$ cat config.mk
export PLATFORM = sky130hd
export DESIGN_NAME = cpu_top
export DESIGN_NICKNAME = d
export VERILOG_FILES = /design/src/design/cpu_pkg.sv /design/src/design/instr_fetch.sv /design/src/design/reg_file.sv /design/src/design/exec.sv /design/src/design/cpu_control.sv /design/src/design/cpu_top.sv
export SDC_FILE = /design/constraint.sdc
export NUM_CORES = 2
export LEC_CHECK = 0
export BUFFER_PORTS_ARGS = -buffer_cell sky130_fd_sc_hd__buf_2
export CAP_MARGIN = 20
export CORE_ASPECT_RATIO = 0.5
export CORE_MARGIN = 1.5
export CORE_UTILIZATION = 50
export CTS_BUF_LIST = sky130_fd_sc_hd__clkbuf_8
export DETAILED_ROUTE_END_ITERATION = 8
export GPL_TIMING_DRIVEN = 0
export PLACE_DENSITY = 0.65
export SKIP_CTS_REPAIR_TIMING = 1
export SLEW_MARGIN = 10
export SYNTH_ARGS = -nofsm -noshare
export SYNTH_HDL_FRONTEND = slang
export SYNTH_HIERARCHICAL = 1
export SYNTH_MEMORY_MAX_BITS = 65536
export SYNTH_SLANG_ARGS = --single-unit
export TNS_END_PERCENT = 20
$ cat constraint.sdc
create_clock -name clk -period 4.35 [get_ports clk]
set_input_delay 0 -clock clk [delete_from_list [all_inputs] [get_ports clk]]
set_output_delay 0 -clock clk [all_outputs]
set_load 0.03 [all_outputs]
$ cat src/design/cpu_pkg.sv
`default_nettype none

package cpu_pkg;

    // ##########################################################
    // Widths
    // ##########################################################
    localparam int data_width  = 8;   // Data, data addresses and PC
    localparam int instr_width = 16;

    // Instruction field positions
    localparam int op_msb  = 15;
    localparam int op_lsb  = 12;
    localparam int ra_msb  = 11;      // Register a, also the destination
    localparam int ra_lsb  = 10;
    localparam int rb_msb  = 9;
    localparam int rb_lsb  = 8;
    localparam int imm_msb = 7;
    localparam int imm_lsb = 0;

    // ##########################################################
    // Encodings
    // ##########################################################
    typedef enum logic [3:0] {
        op_jmp  = 4'd0,
        op_lod  = 4'd1,
        op_str  = 4'd2,
        op_add  = 4'd3,
        op_addi = 4'd4,
        op_lodi = 4'd5,
        op_nand = 4'd6,
        op_jeqz = 4'd7,
        op_halt = 4'd8
    } opcode_t;

    typedef enum logic [2:0] {
        st_idle,
        st_fetch,
        st_exec,
        st_write,
        st_halted
    } ctrl_state_t;

    // Opcodes whose result lands in register a
    function automatic logic writes_register(input opcode_t op);
        return op inside {op_lod, op_add, op_addi, op_lodi, op_nand};
    endfunction

endpackage

`default_nettype wire

$ cat src/design/instr_fetch.sv
`timescale 1ns/10ps
`default_nettype none

module instr_fetch import cpu_pkg::*; (
    input  logic                   clk,
    input  logic                   reset,

    // Program load port
    input  logic                   load_we,
    input  logic [data_width-1:0]  load_addr,
    input  logic [instr_width-1:0] load_data,
    input  logic                   load_allow,

    // Sequencing from the controller
    input  logic                   fetch,
    input  logic                   pc_write,
    input  logic [data_width-1:0]  pc_next,
    input  logic                   pc_clear,

    output logic [instr_width-1:0] instr,
    output logic [data_width-1:0]  pc
);

    localparam int depth = 2 ** data_width;

    logic [instr_width-1:0] prog_mem [depth];
    logic                   mem_we;

    // ##########################################################
    // Program memory
    // ##########################################################

    // Writes are locked out while a program is running
    assign mem_we = load_we && load_allow;

    always_ff @(posedge clk) begin
        if (mem_we) begin
            prog_mem[load_addr] <= load_data;
        end
    end

    // ##########################################################
    // Program counter
    // ##########################################################
    always_ff @(posedge clk) begin
        if (reset) begin
            pc <= '0;
        end else if (pc_clear) begin
            pc <= '0;                // Start always runs from address 0
        end else if (pc_write) begin
            pc <= pc_next;
        end
    end

    // Instruction register, stable from the end of fetch until the next fetch
    always_ff @(posedge clk) begin
        if (fetch) begin
            instr <= prog_mem[pc];
        end
    end

endmodule

`default_nettype wire

$ cat src/design/reg_file.sv
`timescale 1ns/10ps
`default_nettype none

module reg_file import cpu_pkg::*; (
    input  logic                  clk,
    input  logic                  reset,
    input  logic [1:0]            sel_a,
    input  logic [1:0]            sel_b,
    input  logic                  we,
    input  logic [data_width-1:0] wdata,
    output logic [data_width-1:0] rdata_a,
    output logic [data_width-1:0] rdata_b
);

    logic [data_width-1:0] regs [4];

    // Write port shares the select of read port a
    always_ff @(posedge clk) begin
        if (reset) begin
            for (int i = 0; i < 4; i++) begin
                regs[i] <= '0;
            end
        end else if (we) begin
            regs[sel_a] <= wdata;
        end
    end

    // Combinational reads
    assign rdata_a = regs[sel_a];
    assign rdata_b = regs[sel_b];

endmodule

`default_nettype wire

$ cat src/design/exec.sv
`timescale 1ns/10ps
`default_nettype none

module exec import cpu_pkg::*; (
    input  logic                  clk,
    input  logic                  reset,
    input  logic                  en,
    input  opcode_t               op,
    input  logic [data_width-1:0] reg0,
    input  logic [data_width-1:0] reg1,
    input  logic [data_width-1:0] imm,
    input  logic [data_width-1:0] pc_in,
    output logic [data_width-1:0] val_out,
    output logic [data_width-1:0] pc_out,
    output logic                  take_branch,
    output logic                  ready,

    // APB master
    output logic                  psel,
    output logic                  penable,
    output logic                  pwrite,
    output logic [data_width-1:0] paddr,
    output logic [data_width-1:0] pwdata,
    input  logic [data_width-1:0] prdata,
    input  logic                  pready
);

    typedef enum logic [1:0] {
        cyc_first,      // Compute, or launch the APB setup phase
        cyc_setup,
        cyc_access,     // Waits here on pready
        cyc_done
    } cycle_t;

    cycle_t cycle;
    logic   is_mem;
    logic   branch_taken;
    logic   first;

    assign is_mem       = (op == op_lod) || (op == op_str);
    assign branch_taken = (op == op_jmp) || ((op == op_jeqz) && (reg1 == '0));
    assign first        = en && (cycle == cyc_first);

    // ##########################################################
    // Cycle control and APB handshake
    // ##########################################################
    always_ff @(posedge clk) begin
        if (reset || !en) begin
            cycle       <= cyc_first;   // Dropping en ends the instruction
            ready       <= 1'b0;
            take_branch <= 1'b0;
            psel        <= 1'b0;
            penable     <= 1'b0;
            pwrite      <= 1'b0;
        end else begin
            case (cycle)
                cyc_first: begin
                    take_branch <= branch_taken;
                    if (is_mem) begin
                        psel   <= 1'b1;
                        pwrite <= (op == op_str);
                        cycle  <= cyc_setup;
                    end else begin
                        cycle <= cyc_done;
                    end
                end
                cyc_setup: begin
                    penable <= 1'b1;
                    cycle   <= cyc_access;
                end
                cyc_access: begin
                    if (pready) begin
                        psel    <= 1'b0;
                        penable <= 1'b0;
                        ready   <= 1'b1;   // Same edge as the read capture
                        cycle   <= cyc_done;
                    end
                end
                default: ready <= 1'b1;
            endcase
        end
    end

    // ##########################################################
    // Results, branch target and APB payload
    // ##########################################################
    always_ff @(posedge clk) begin
        if (first) begin
            pc_out <= branch_taken ? imm + reg0 : pc_in + 1'b1;
            paddr  <= reg1 + imm;
            pwdata <= reg0;
            case (op)
                op_add:  val_out <= reg0 + reg1;
                op_addi: val_out <= reg0 + imm;
                op_lodi: val_out <= imm;
                op_nand: val_out <= ~(reg0 & reg1);
                default: ;
            endcase
        end
        if (en && (cycle == cyc_access) && pready && !pwrite) begin
            val_out <= prdata;       // Load data
        end
    end

endmodule

`default_nettype wire

$ cat src/design/cpu_control.sv
`timescale 1ns/10ps
`default_nettype none

module cpu_control import cpu_pkg::*; (
    input  logic    clk,
    input  logic    reset,
    input  logic    start,
    input  opcode_t op,
    input  logic    exec_ready,
    input  logic    take_branch,
    output logic    fetch,
    output logic    exec_en,
    output logic    reg_we,
    output logic    pc_write,
    output logic    pc_clear,
    output logic    load_allow,
    output logic    halted
);

    ctrl_state_t state;
    ctrl_state_t state_next;
    logic        stopped;

    assign stopped = (state == st_idle) || (state == st_halted);

    // ##########################################################
    // Sequencer FSM
    // ##########################################################
    always_comb begin
        state_next = state;
        case (state)
            st_idle, st_halted: if (start) state_next = st_fetch;
            st_fetch:           state_next = st_exec;
            st_exec: begin
                if (exec_ready) begin
                    state_next = (op == op_halt) ? st_halted : st_write;
                end
            end
            st_write:           state_next = st_fetch;
            default:            state_next = st_idle;
        endcase
    end

    always_ff @(posedge clk) begin
        if (reset) begin
            state <= st_idle;
        end else begin
            state <= state_next;
        end
    end

    // Outputs decoded from state
    assign fetch      = (state == st_fetch);
    assign exec_en    = (state == st_exec);   // Held until exec_ready is seen
    assign pc_write   = (state == st_write);
    assign pc_clear   = stopped && start;
    assign load_allow = stopped;
    assign halted     = (state == st_halted);

    // Taken branches never write back
    assign reg_we = (state == st_write) && writes_register(op) && !take_branch;

endmodule

`default_nettype wire

$ cat src/design/cpu_top.sv
`timescale 1ns/10ps
`default_nettype none

module cpu_top import cpu_pkg::*; (
    input  logic                   clk,
    input  logic                   reset,
    input  logic                   load_we,
    input  logic [data_width-1:0]  load_addr,
    input  logic [instr_width-1:0] load_data,
    input  logic                   start,
    output logic                   halted,

    // APB data memory port
    output logic                   psel,
    output logic                   penable,
    output logic                   pwrite,
    output logic [data_width-1:0]  paddr,
    output logic [data_width-1:0]  pwdata,
    input  logic [data_width-1:0]  prdata,
    input  logic                   pready
);

    logic [instr_width-1:0] instr;
    logic [data_width-1:0]  pc;
    logic [data_width-1:0]  pc_next;
    logic [data_width-1:0]  reg0;
    logic [data_width-1:0]  reg1;
    logic [data_width-1:0]  val_out;
    opcode_t                op;
    logic                   fetch;
    logic                   exec_en;
    logic                   exec_ready;
    logic                   take_branch;
    logic                   reg_we;
    logic                   pc_write;
    logic                   pc_clear;
    logic                   load_allow;

    assign op = opcode_t'(instr[op_msb:op_lsb]);

    instr_fetch instr_fetch_inst (
        .clk        (clk),
        .reset      (reset),
        .load_we    (load_we),
        .load_addr  (load_addr),
        .load_data  (load_data),
        .load_allow (load_allow),
        .fetch      (fetch),
        .pc_write   (pc_write),
        .pc_next    (pc_next),
        .pc_clear   (pc_clear),
        .instr      (instr),
        .pc         (pc)
    );

    reg_file reg_file_inst (
        .clk     (clk),
        .reset   (reset),
        .sel_a   (instr[ra_msb:ra_lsb]),
        .sel_b   (instr[rb_msb:rb_lsb]),
        .we      (reg_we),
        .wdata   (val_out),
        .rdata_a (reg0),
        .rdata_b (reg1)
    );

    exec exec_inst (
        .clk         (clk),
        .reset       (reset),
        .en          (exec_en),
        .op          (op),
        .reg0        (reg0),
        .reg1        (reg1),
        .imm         (instr[imm_msb:imm_lsb]),
        .pc_in       (pc),
        .val_out     (val_out),
        .pc_out      (pc_next),
        .take_branch (take_branch),
        .ready       (exec_ready),
        .psel        (psel),
        .penable     (penable),
        .pwrite      (pwrite),
        .paddr       (paddr),
        .pwdata      (pwdata),
        .prdata      (prdata),
        .pready      (pready)
    );

    cpu_control cpu_control_inst (
        .clk         (clk),
        .reset       (reset),
        .start       (start),
        .op          (op),
        .exec_ready  (exec_ready),
        .take_branch (take_branch),
        .fetch       (fetch),
        .exec_en     (exec_en),
        .reg_we      (reg_we),
        .pc_write    (pc_write),
        .pc_clear    (pc_clear),
        .load_allow  (load_allow),
        .halted      (halted)
    );

endmodule

`default_nettype wire

* Word-level counts from Yosys, hierarchy flattened *
Memory sizes are Yosys's and may differ from the RTL's. A register that Yosys moved wholly into a read port is not among the register bits.
Index checks and enable logic that the tools add are counted.

storage, ports and cells
  register bits = 50
  memories = 2
  input port bits = 37
  memory bits (writable) = 4,128

memory list
  name                       words  bits a word  rd ports  clocked after Yosys merged registers in  wr ports  RTL line           RTL
  instr_fetch_inst.prog_mem  256    16           1         1                                        1         instr_fetch.sv:26  logic [instr_width-1:0] prog_mem [depth];
  reg_file_inst.regs         4      8            2         0                                        4         reg_file.sv:15     logic [data_width-1:0] regs [4];

cells by class
  mux-type cells = 27
  eq/ne operators = 18
  reductions and logical operators = 37
  add/sub/neg operators = 4
  bitwise logic cells = 3

operator list
  kind                 number
  $mux 8               4
  $pmux 8 s4           1
  $add 8x8->8          3
  $eq 4x3->1 const B   4
  $pmux 3 s4           1
  $reduce_and 2->1     6
  $mux 1               11
  $reduce_bool 5->1    2
  $logic_and 1x1->1    9
  $mux 3               3
  $add 8x1->8 const B  1
  $and 8x8->8          1
  $eq 4x2->1 const B   2
  $logic_not 8->1      1
  $not 8->8            1
  $reduce_or 8->1      1
  $eq 3x2->1 const B   2
  $mux 2               3
  $ne 2x2->1 const B   3
  $pmux 1 s2           3
  $pmux 2 s3           1
  $reduce_bool 2->1    3
  $reduce_or 2->1      3
  $eq 4x1->1 const B   1
  other kinds (14)     19

* Logic depth before layout (Yosys ltp) *
  word-level depth = 9
  mapped depth = 13

* Hierarchy *
The synthesis kept the hierarchy.

by module, submodules not included
  module       sequential area each (µm²)  area each (µm²)  times used  cells each
  instr_fetch  123,638.6                   160,112.3        1           7,388
  exec         1,101.1                     2,939.1          1           295
  reg_file     960.9                       1,622.8          1           105
  cpu_control  60.1                        216.5            1           26

* Worst setup path before layout *
No wires, ideal clock.

  kind = register to register
  start point = register instr_fetch_inst.instr[10], read port of instr_fetch_inst.prog_mem
  end point = register exec_inst.val_out[6] (data pin)
  library setup time = 0.152 ns
  slack = 1.495 ns
  cell stages (with the launch flop) = 10
  buffers on the path = 1
  required time = 4.198 ns
  arrival time = 2.703 ns
  path through = edfxtp_1 buf_6 mux4_2 ha_1 fa_1 a211oi_1 nor2_1 o31ai_2 mux2_2 a31oi_1

on the way
  elaborated cells between the ends (all ways) = 8

RTL lines
  element                                RTL line                RTL
  start: declaration                     instr_fetch.sv:20       output logic [instr_width-1:0] instr,
  $mem_v2 4x8 (*)                        n/a
  net reg0[0]                            cpu_top.sv:26           logic [data_width-1:0] reg0;
  $add 8x8->8, on equally long branches  exec.sv:94, exec.sv:93
  $pmux 8 s4 (*)                         exec.sv:92              case (op)
  $mux 8 (*)                             exec.sv:88              if (first) begin
  $mux 8 (*)                             exec.sv:100             if (en && (cycle == cyc_access) && pready && !pwrite) begin
  end signal: assignment                 exec.sv:93              op_add: val_out <= reg0 + reg1;
  end signal: assignment                 exec.sv:94              op_addi: val_out <= reg0 + imm;
  end signal: assignment                 exec.sv:95              op_lodi: val_out <= imm;
  end: declaration                       exec.sv:13              output logic [data_width-1:0] val_out,

The timed path passes the listed nets; every way through them passes the cells marked *. The select of a mux whose other input is x is not followed.
A chain may end at the register's enable or synchronous reset.

* Worst setup path after layout *
  start point = register cpu_control_inst.state[1]
  end point = memory instr_fetch_inst.prog_mem[255][10], enable pin

on the way
  word-level cells in the longest chain between the ends = 5
  elaborated cells between the ends (all ways) = 6

RTL lines
  element                                               RTL line           RTL
  start: declaration                                    cpu_control.sv:20  ctrl_state_t state;
  start signal: assignment                              cpu_control.sv:46  state <= st_idle;
  start signal: assignment                              cpu_control.sv:48  state <= state_next;
  $eq 3x3->1 / $logic_not 3->1 (equally long branches)  cpu_control.sv:24  assign stopped = (state == st_idle) || (state == st_halted);
  $logic_or 1x1->1 (*)                                  cpu_control.sv:24
  net load_allow                                        cpu_top.sv:37      logic load_allow;
  $logic_and 1x1->1 (*)                                 instr_fetch.sv:34  assign mem_we = load_we && load_allow;
  $mux 1 (*)                                            instr_fetch.sv:37  if (mem_we) begin
  $mux 1 (not written as such) (*)                      instr_fetch.sv:38  prog_mem[load_addr] <= load_data;
  end: declaration                                      instr_fetch.sv:26

The timed path passes the listed nets; every way through them passes the cells marked *.

==> results.tsv <==
stage	metric	value	unit
grt	GRT Overall Usage	32.7	%
pwr	switch share	23.0	%
grt	vias in the first global route	86700	
timing	Final period util	108	%
synthesis	share of the synthesized area in the top cell type	76.1	%
detailed_routing	drt first pass iters	9	
grt	initial antenna violation count	42	
placement	gpl congestion	1.04	
pwr	maximum VDD drop	280	uV
synthesis	Synth Instances	7814	
detailed_routing	Routed Antenna Nets	0	
synthesis	post-synth cell types	95	
synthesis	syn_nets	7881	
worst_setup_path	Worst setup EP type	register	
layout	Final Util	57.9	%
die	Die W	815	um
timing	setup ws final	-0.337	ns
timing	final critical-path required period	4.69	ns
worst_setup_path	CP Max Fanout	10	
layout	Nets	8891	
synthesis	Mapped Area	165000	um2
clocking	Clock Latency Late Sink	1.14	ns
die	Die ar.	333000	um2
die	Ports	57	
grt	largest net degree at the start of global routing	153	
detailed_routing	post-DR wirelength/cell	40.9	um
layout	Fillers	23600	
run_status	status	finished with violations	
die	Initial Utilization	50.5	%
timing	Slew HR	11.7	%
layout	Multi-input gate area	37800	um2
pwr	Comb power frac	4.8	%
run_status	failing checks	design-rule violations, negative hold slack, negative setup slack	
die	Die H	409	um
clocking	Bufs on Longest Clock Path	4	
die	Core Area	327000	um2
clocking	clock sink count	4194	
clocking	H-Tree Depth	6	
timing	RSZ-0062 raised after global routing	yes	
layout	Reg area	126000	um2
timing	Final Max Slew Viols	0	
synthesis	asr flop ratio synth	0	%
clocking	root buffer cell	clkbuf_8	
worst_setup_path	CP Class	register to register	
pwr	overall power	0.0767	W
timing	worst hold slack	-0.00315	ns
synthesis	post-synthesis sequential area ratio	76.3	%
placement	dpl hpwl	383000	um
synthesis	Syn Area/Cell	21.1	um2
synthesis	FF+latch count, synth	4194	
detailed_routing	vias	93300	
die	row count	148	
clocking	CTS tree	yes	
job	max cap viols	0	
clocking	total CTS buffers	596	
pwr	Internal	0.0590	W
timing	Worst Tran Pin Value	1.32	ns
clocking	CTS clk-pin slew, worst paths	0.06	ns
pwr	Psw	0.0177	W
placement	PortBufs	52	
pwr	leakage power	58.5	nW
timing	f_max	213	MHz
worst_setup_path	WP data required	5.16	ns
hold_path	Hold Path Class	primary input to register	
synthesis	cell taking the most area after synthesis	edfxtp_1	
synthesis	YS warnings	6	
timing	Worst Clk Skew	0.0675	ns
layout	Synth-to-Final Area Change	14.7	%
pwr	pwr/cell area	405	nW/um2
detailed_routing	Total Wirelength	557000	um
pwr	Clock power frac	37.0	%
synthesis	EDFF count, synth	4176	
grt	grt total ovfl	0	
placement	pre-CTS setup slack	-2.10	ns
layout	share of post-route cells with drive strength above 1	30.7	%
synthesis	top post-synthesis cells by area	edfxtp_1, mux4_2, mux2i_1, mux2_2, nor2_1	
detailed_routing	DR DRC count	2	
worst_setup_path	Arr. time, crit path	5.50	ns
grt	global-route wire length before repair	736000	um
timing	Setup violations, final	685	
detailed_routing	Vias/cell	6.85	
synthesis	Most used DFF post-synth	edfxtp_1	
detailed_routing	Iter 0 DRT Violations	17200	
pwr	Sequential Power Share	58.3	%
timing	Final Hold Fails	5	
worst_setup_path	Worst Setup Start Kind	register	
-- per-stage QoR --
| stage | cells | instance area, um2 | TNS [ns] | hold WS (ns) |
|---|---|---|---|---|
| 2_1_floorplan | 7814 | 165000 | 0 | 0.0709 |
| 3_3_place_gp | 12200 | 171000 | -3801.53 | 0.330 |
| 3_5_place_dp | 12500 | 177000 | -27.66 | 0.306 |
| 4_1_cts | 13500 | 187000 | -29.29 | -0.876 |
| 5_1_grt | 13600 | 189000 | -7.80 | 0.00268 |
| 6_report | 13600 | 189000 | -56.55 | -0.00315 |
-- placed cells by master, fill, tap and decap left out, drive strengths merged, types with 18 or more instances in the layout --
master,count
a211oi,45
a21oi,83
a221oi,136
a22o,46
a22oi,24
a31oi,22
buf,597
clkbuf,834
clkinv,166
dfxtp,18
dlygate4sd3,72
edfxtp,4176
ha,27
inv,250
mux2,133
mux2i,431
mux4,873
nand2,147
nand3,71
nand4,28
nor2,377
nor3,88
o21ai,54
o21ba,20
o221ai,118
o22ai,150
-- metal layers --
layer	global-route usage [%]	wire, um	vias up
li1	-	-	35000
met2	43.2	226000	8102
met3	15.4	97700	1234
met1	45.9	204000	49000
met5	1.30	678	-
met4	14.8	27900	20
-- final timing paths --
check                                              start                                      endpoint  slack [ns]  cells after the start
setup / recovery  cpu_control_inst/state[1]$_SDFFE_PP0P_  instr_fetch_inst/prog_mem[255][10]$_DFFE_PP_       -0.34                      9
hold / removal                              load_data[0]    instr_fetch_inst/prog_mem[60][0]$_DFFE_PP_      -0.003                      2
setup reg to reg  cpu_control_inst/state[1]$_SDFFE_PP0P_  instr_fetch_inst/prog_mem[255][10]$_DFFE_PP_       -0.34                      9
hold reg to reg           exec_inst/penable$_SDFFE_PP0P_                exec_inst/penable$_SDFFE_PP0P_        0.49                      2
-- layout make-up --
| class | count | area share, % |
|---|---|---|
| Antenna cell | 17 | 0.0225 |
| Buffer | 471 | 1.85 |
| Clock buffer | 615 | 4.48 |
| Clock inverter | 403 | 0.946 |
| Inverter | 33 | 0.0682 |
| Multi-Input combinational cell | 3111 | 20.0 |
| Sequential cell | 4194 | 66.5 |
| Tap cell | 4350 | 2.88 |
| Timing Repair Buffer | 417 | 3.27 |
-- sequential cells by signal (all words and copies together) (netlist names) --
| name | flops |
|---|---|
| exec_inst/pc_out | 8 |
| exec_inst/paddr | 8 |
| exec_inst/ready | 1 |
| exec_inst/pwdata | 8 |
| instr_fetch_inst/pc | 8 |
| reg_file_inst/regs | 32 |
| exec_inst/take_branch | 1 |
| cpu_control_inst/state | 3 |
| exec_inst/pwrite | 1 |
| exec_inst/psel | 1 |
| instr_fetch_inst/instr | 16 |
| exec_inst/cycle | 2 |
| exec_inst/penable | 1 |
| exec_inst/val_out | 8 |
| instr_fetch_inst/prog_mem | 4096 |
-- power by group through the flow --
stage	logic (W)	registers, W	clock network (W)
after floorplan	0.00154	0.0455	0
after global placement	0.00315	0.0457	0
after detailed placement	0.00342	0.0455	0
after CTS	0.00342	0.0447	0.0285
after global routing	0.00375	0.0446	0.0302
final	0.00366	0.0447	0.0283
-- cells in the mapped netlist (11+ instances only) --
library cell,count
a311oi_1,11
edfxtp_1,4176
o21ai_0,43
buf_8,20
nor2b_1,17
a221oi_1,135
a211oi_1,35
buf_1,39
a31oi_1,22
clkbuf_1,195
o21bai_1,15
a211o_1,17
a22oi_1,23
xnor2_1,14
nor2_1,376
o21ba_2,20
o22ai_1,145
a21oi_1,82
buf_4,45
o221ai_1,114
nand4_1,28
o21a_1,16
ha_1,27
a22o_1,46
nand2_1,147
o22a_1,11
inv_1,30
nor3_1,85
buf_12,13
buf_6,68
nand3_1,71
mux2i_1,431
buf_2,95
dfxtp_1,18
and2_1,12
and3_1,12
mux2_2,132
mux4_2,873
nor3b_2,11
-- kinds of logic after synthesis --
| kind of cell | synth area share (%) |
|---|---|
| buf+inv | 1.91 |
| flops | 76.3 |
| xor+xnor | 0.101 |
| compound gates | 3.70 |
| simple gates | 2.33 |
| fa+ha+maj | 0.241 |
| mux | 15.4 |
-- worst max-delay path, cell delays in order (launching register included) --
cell	delay (ns)
dfxtp_1	0.37
nor2_1	0.22
and2_1	0.50
clkbuf_1	0.44
buf_1	0.42
nand2_1	0.71
clkbuf_2	0.57
buf_16	0.30
nor2_2	0.58
buf_8	0.24
No activity file was read; power rests on OpenSTA's default activity.
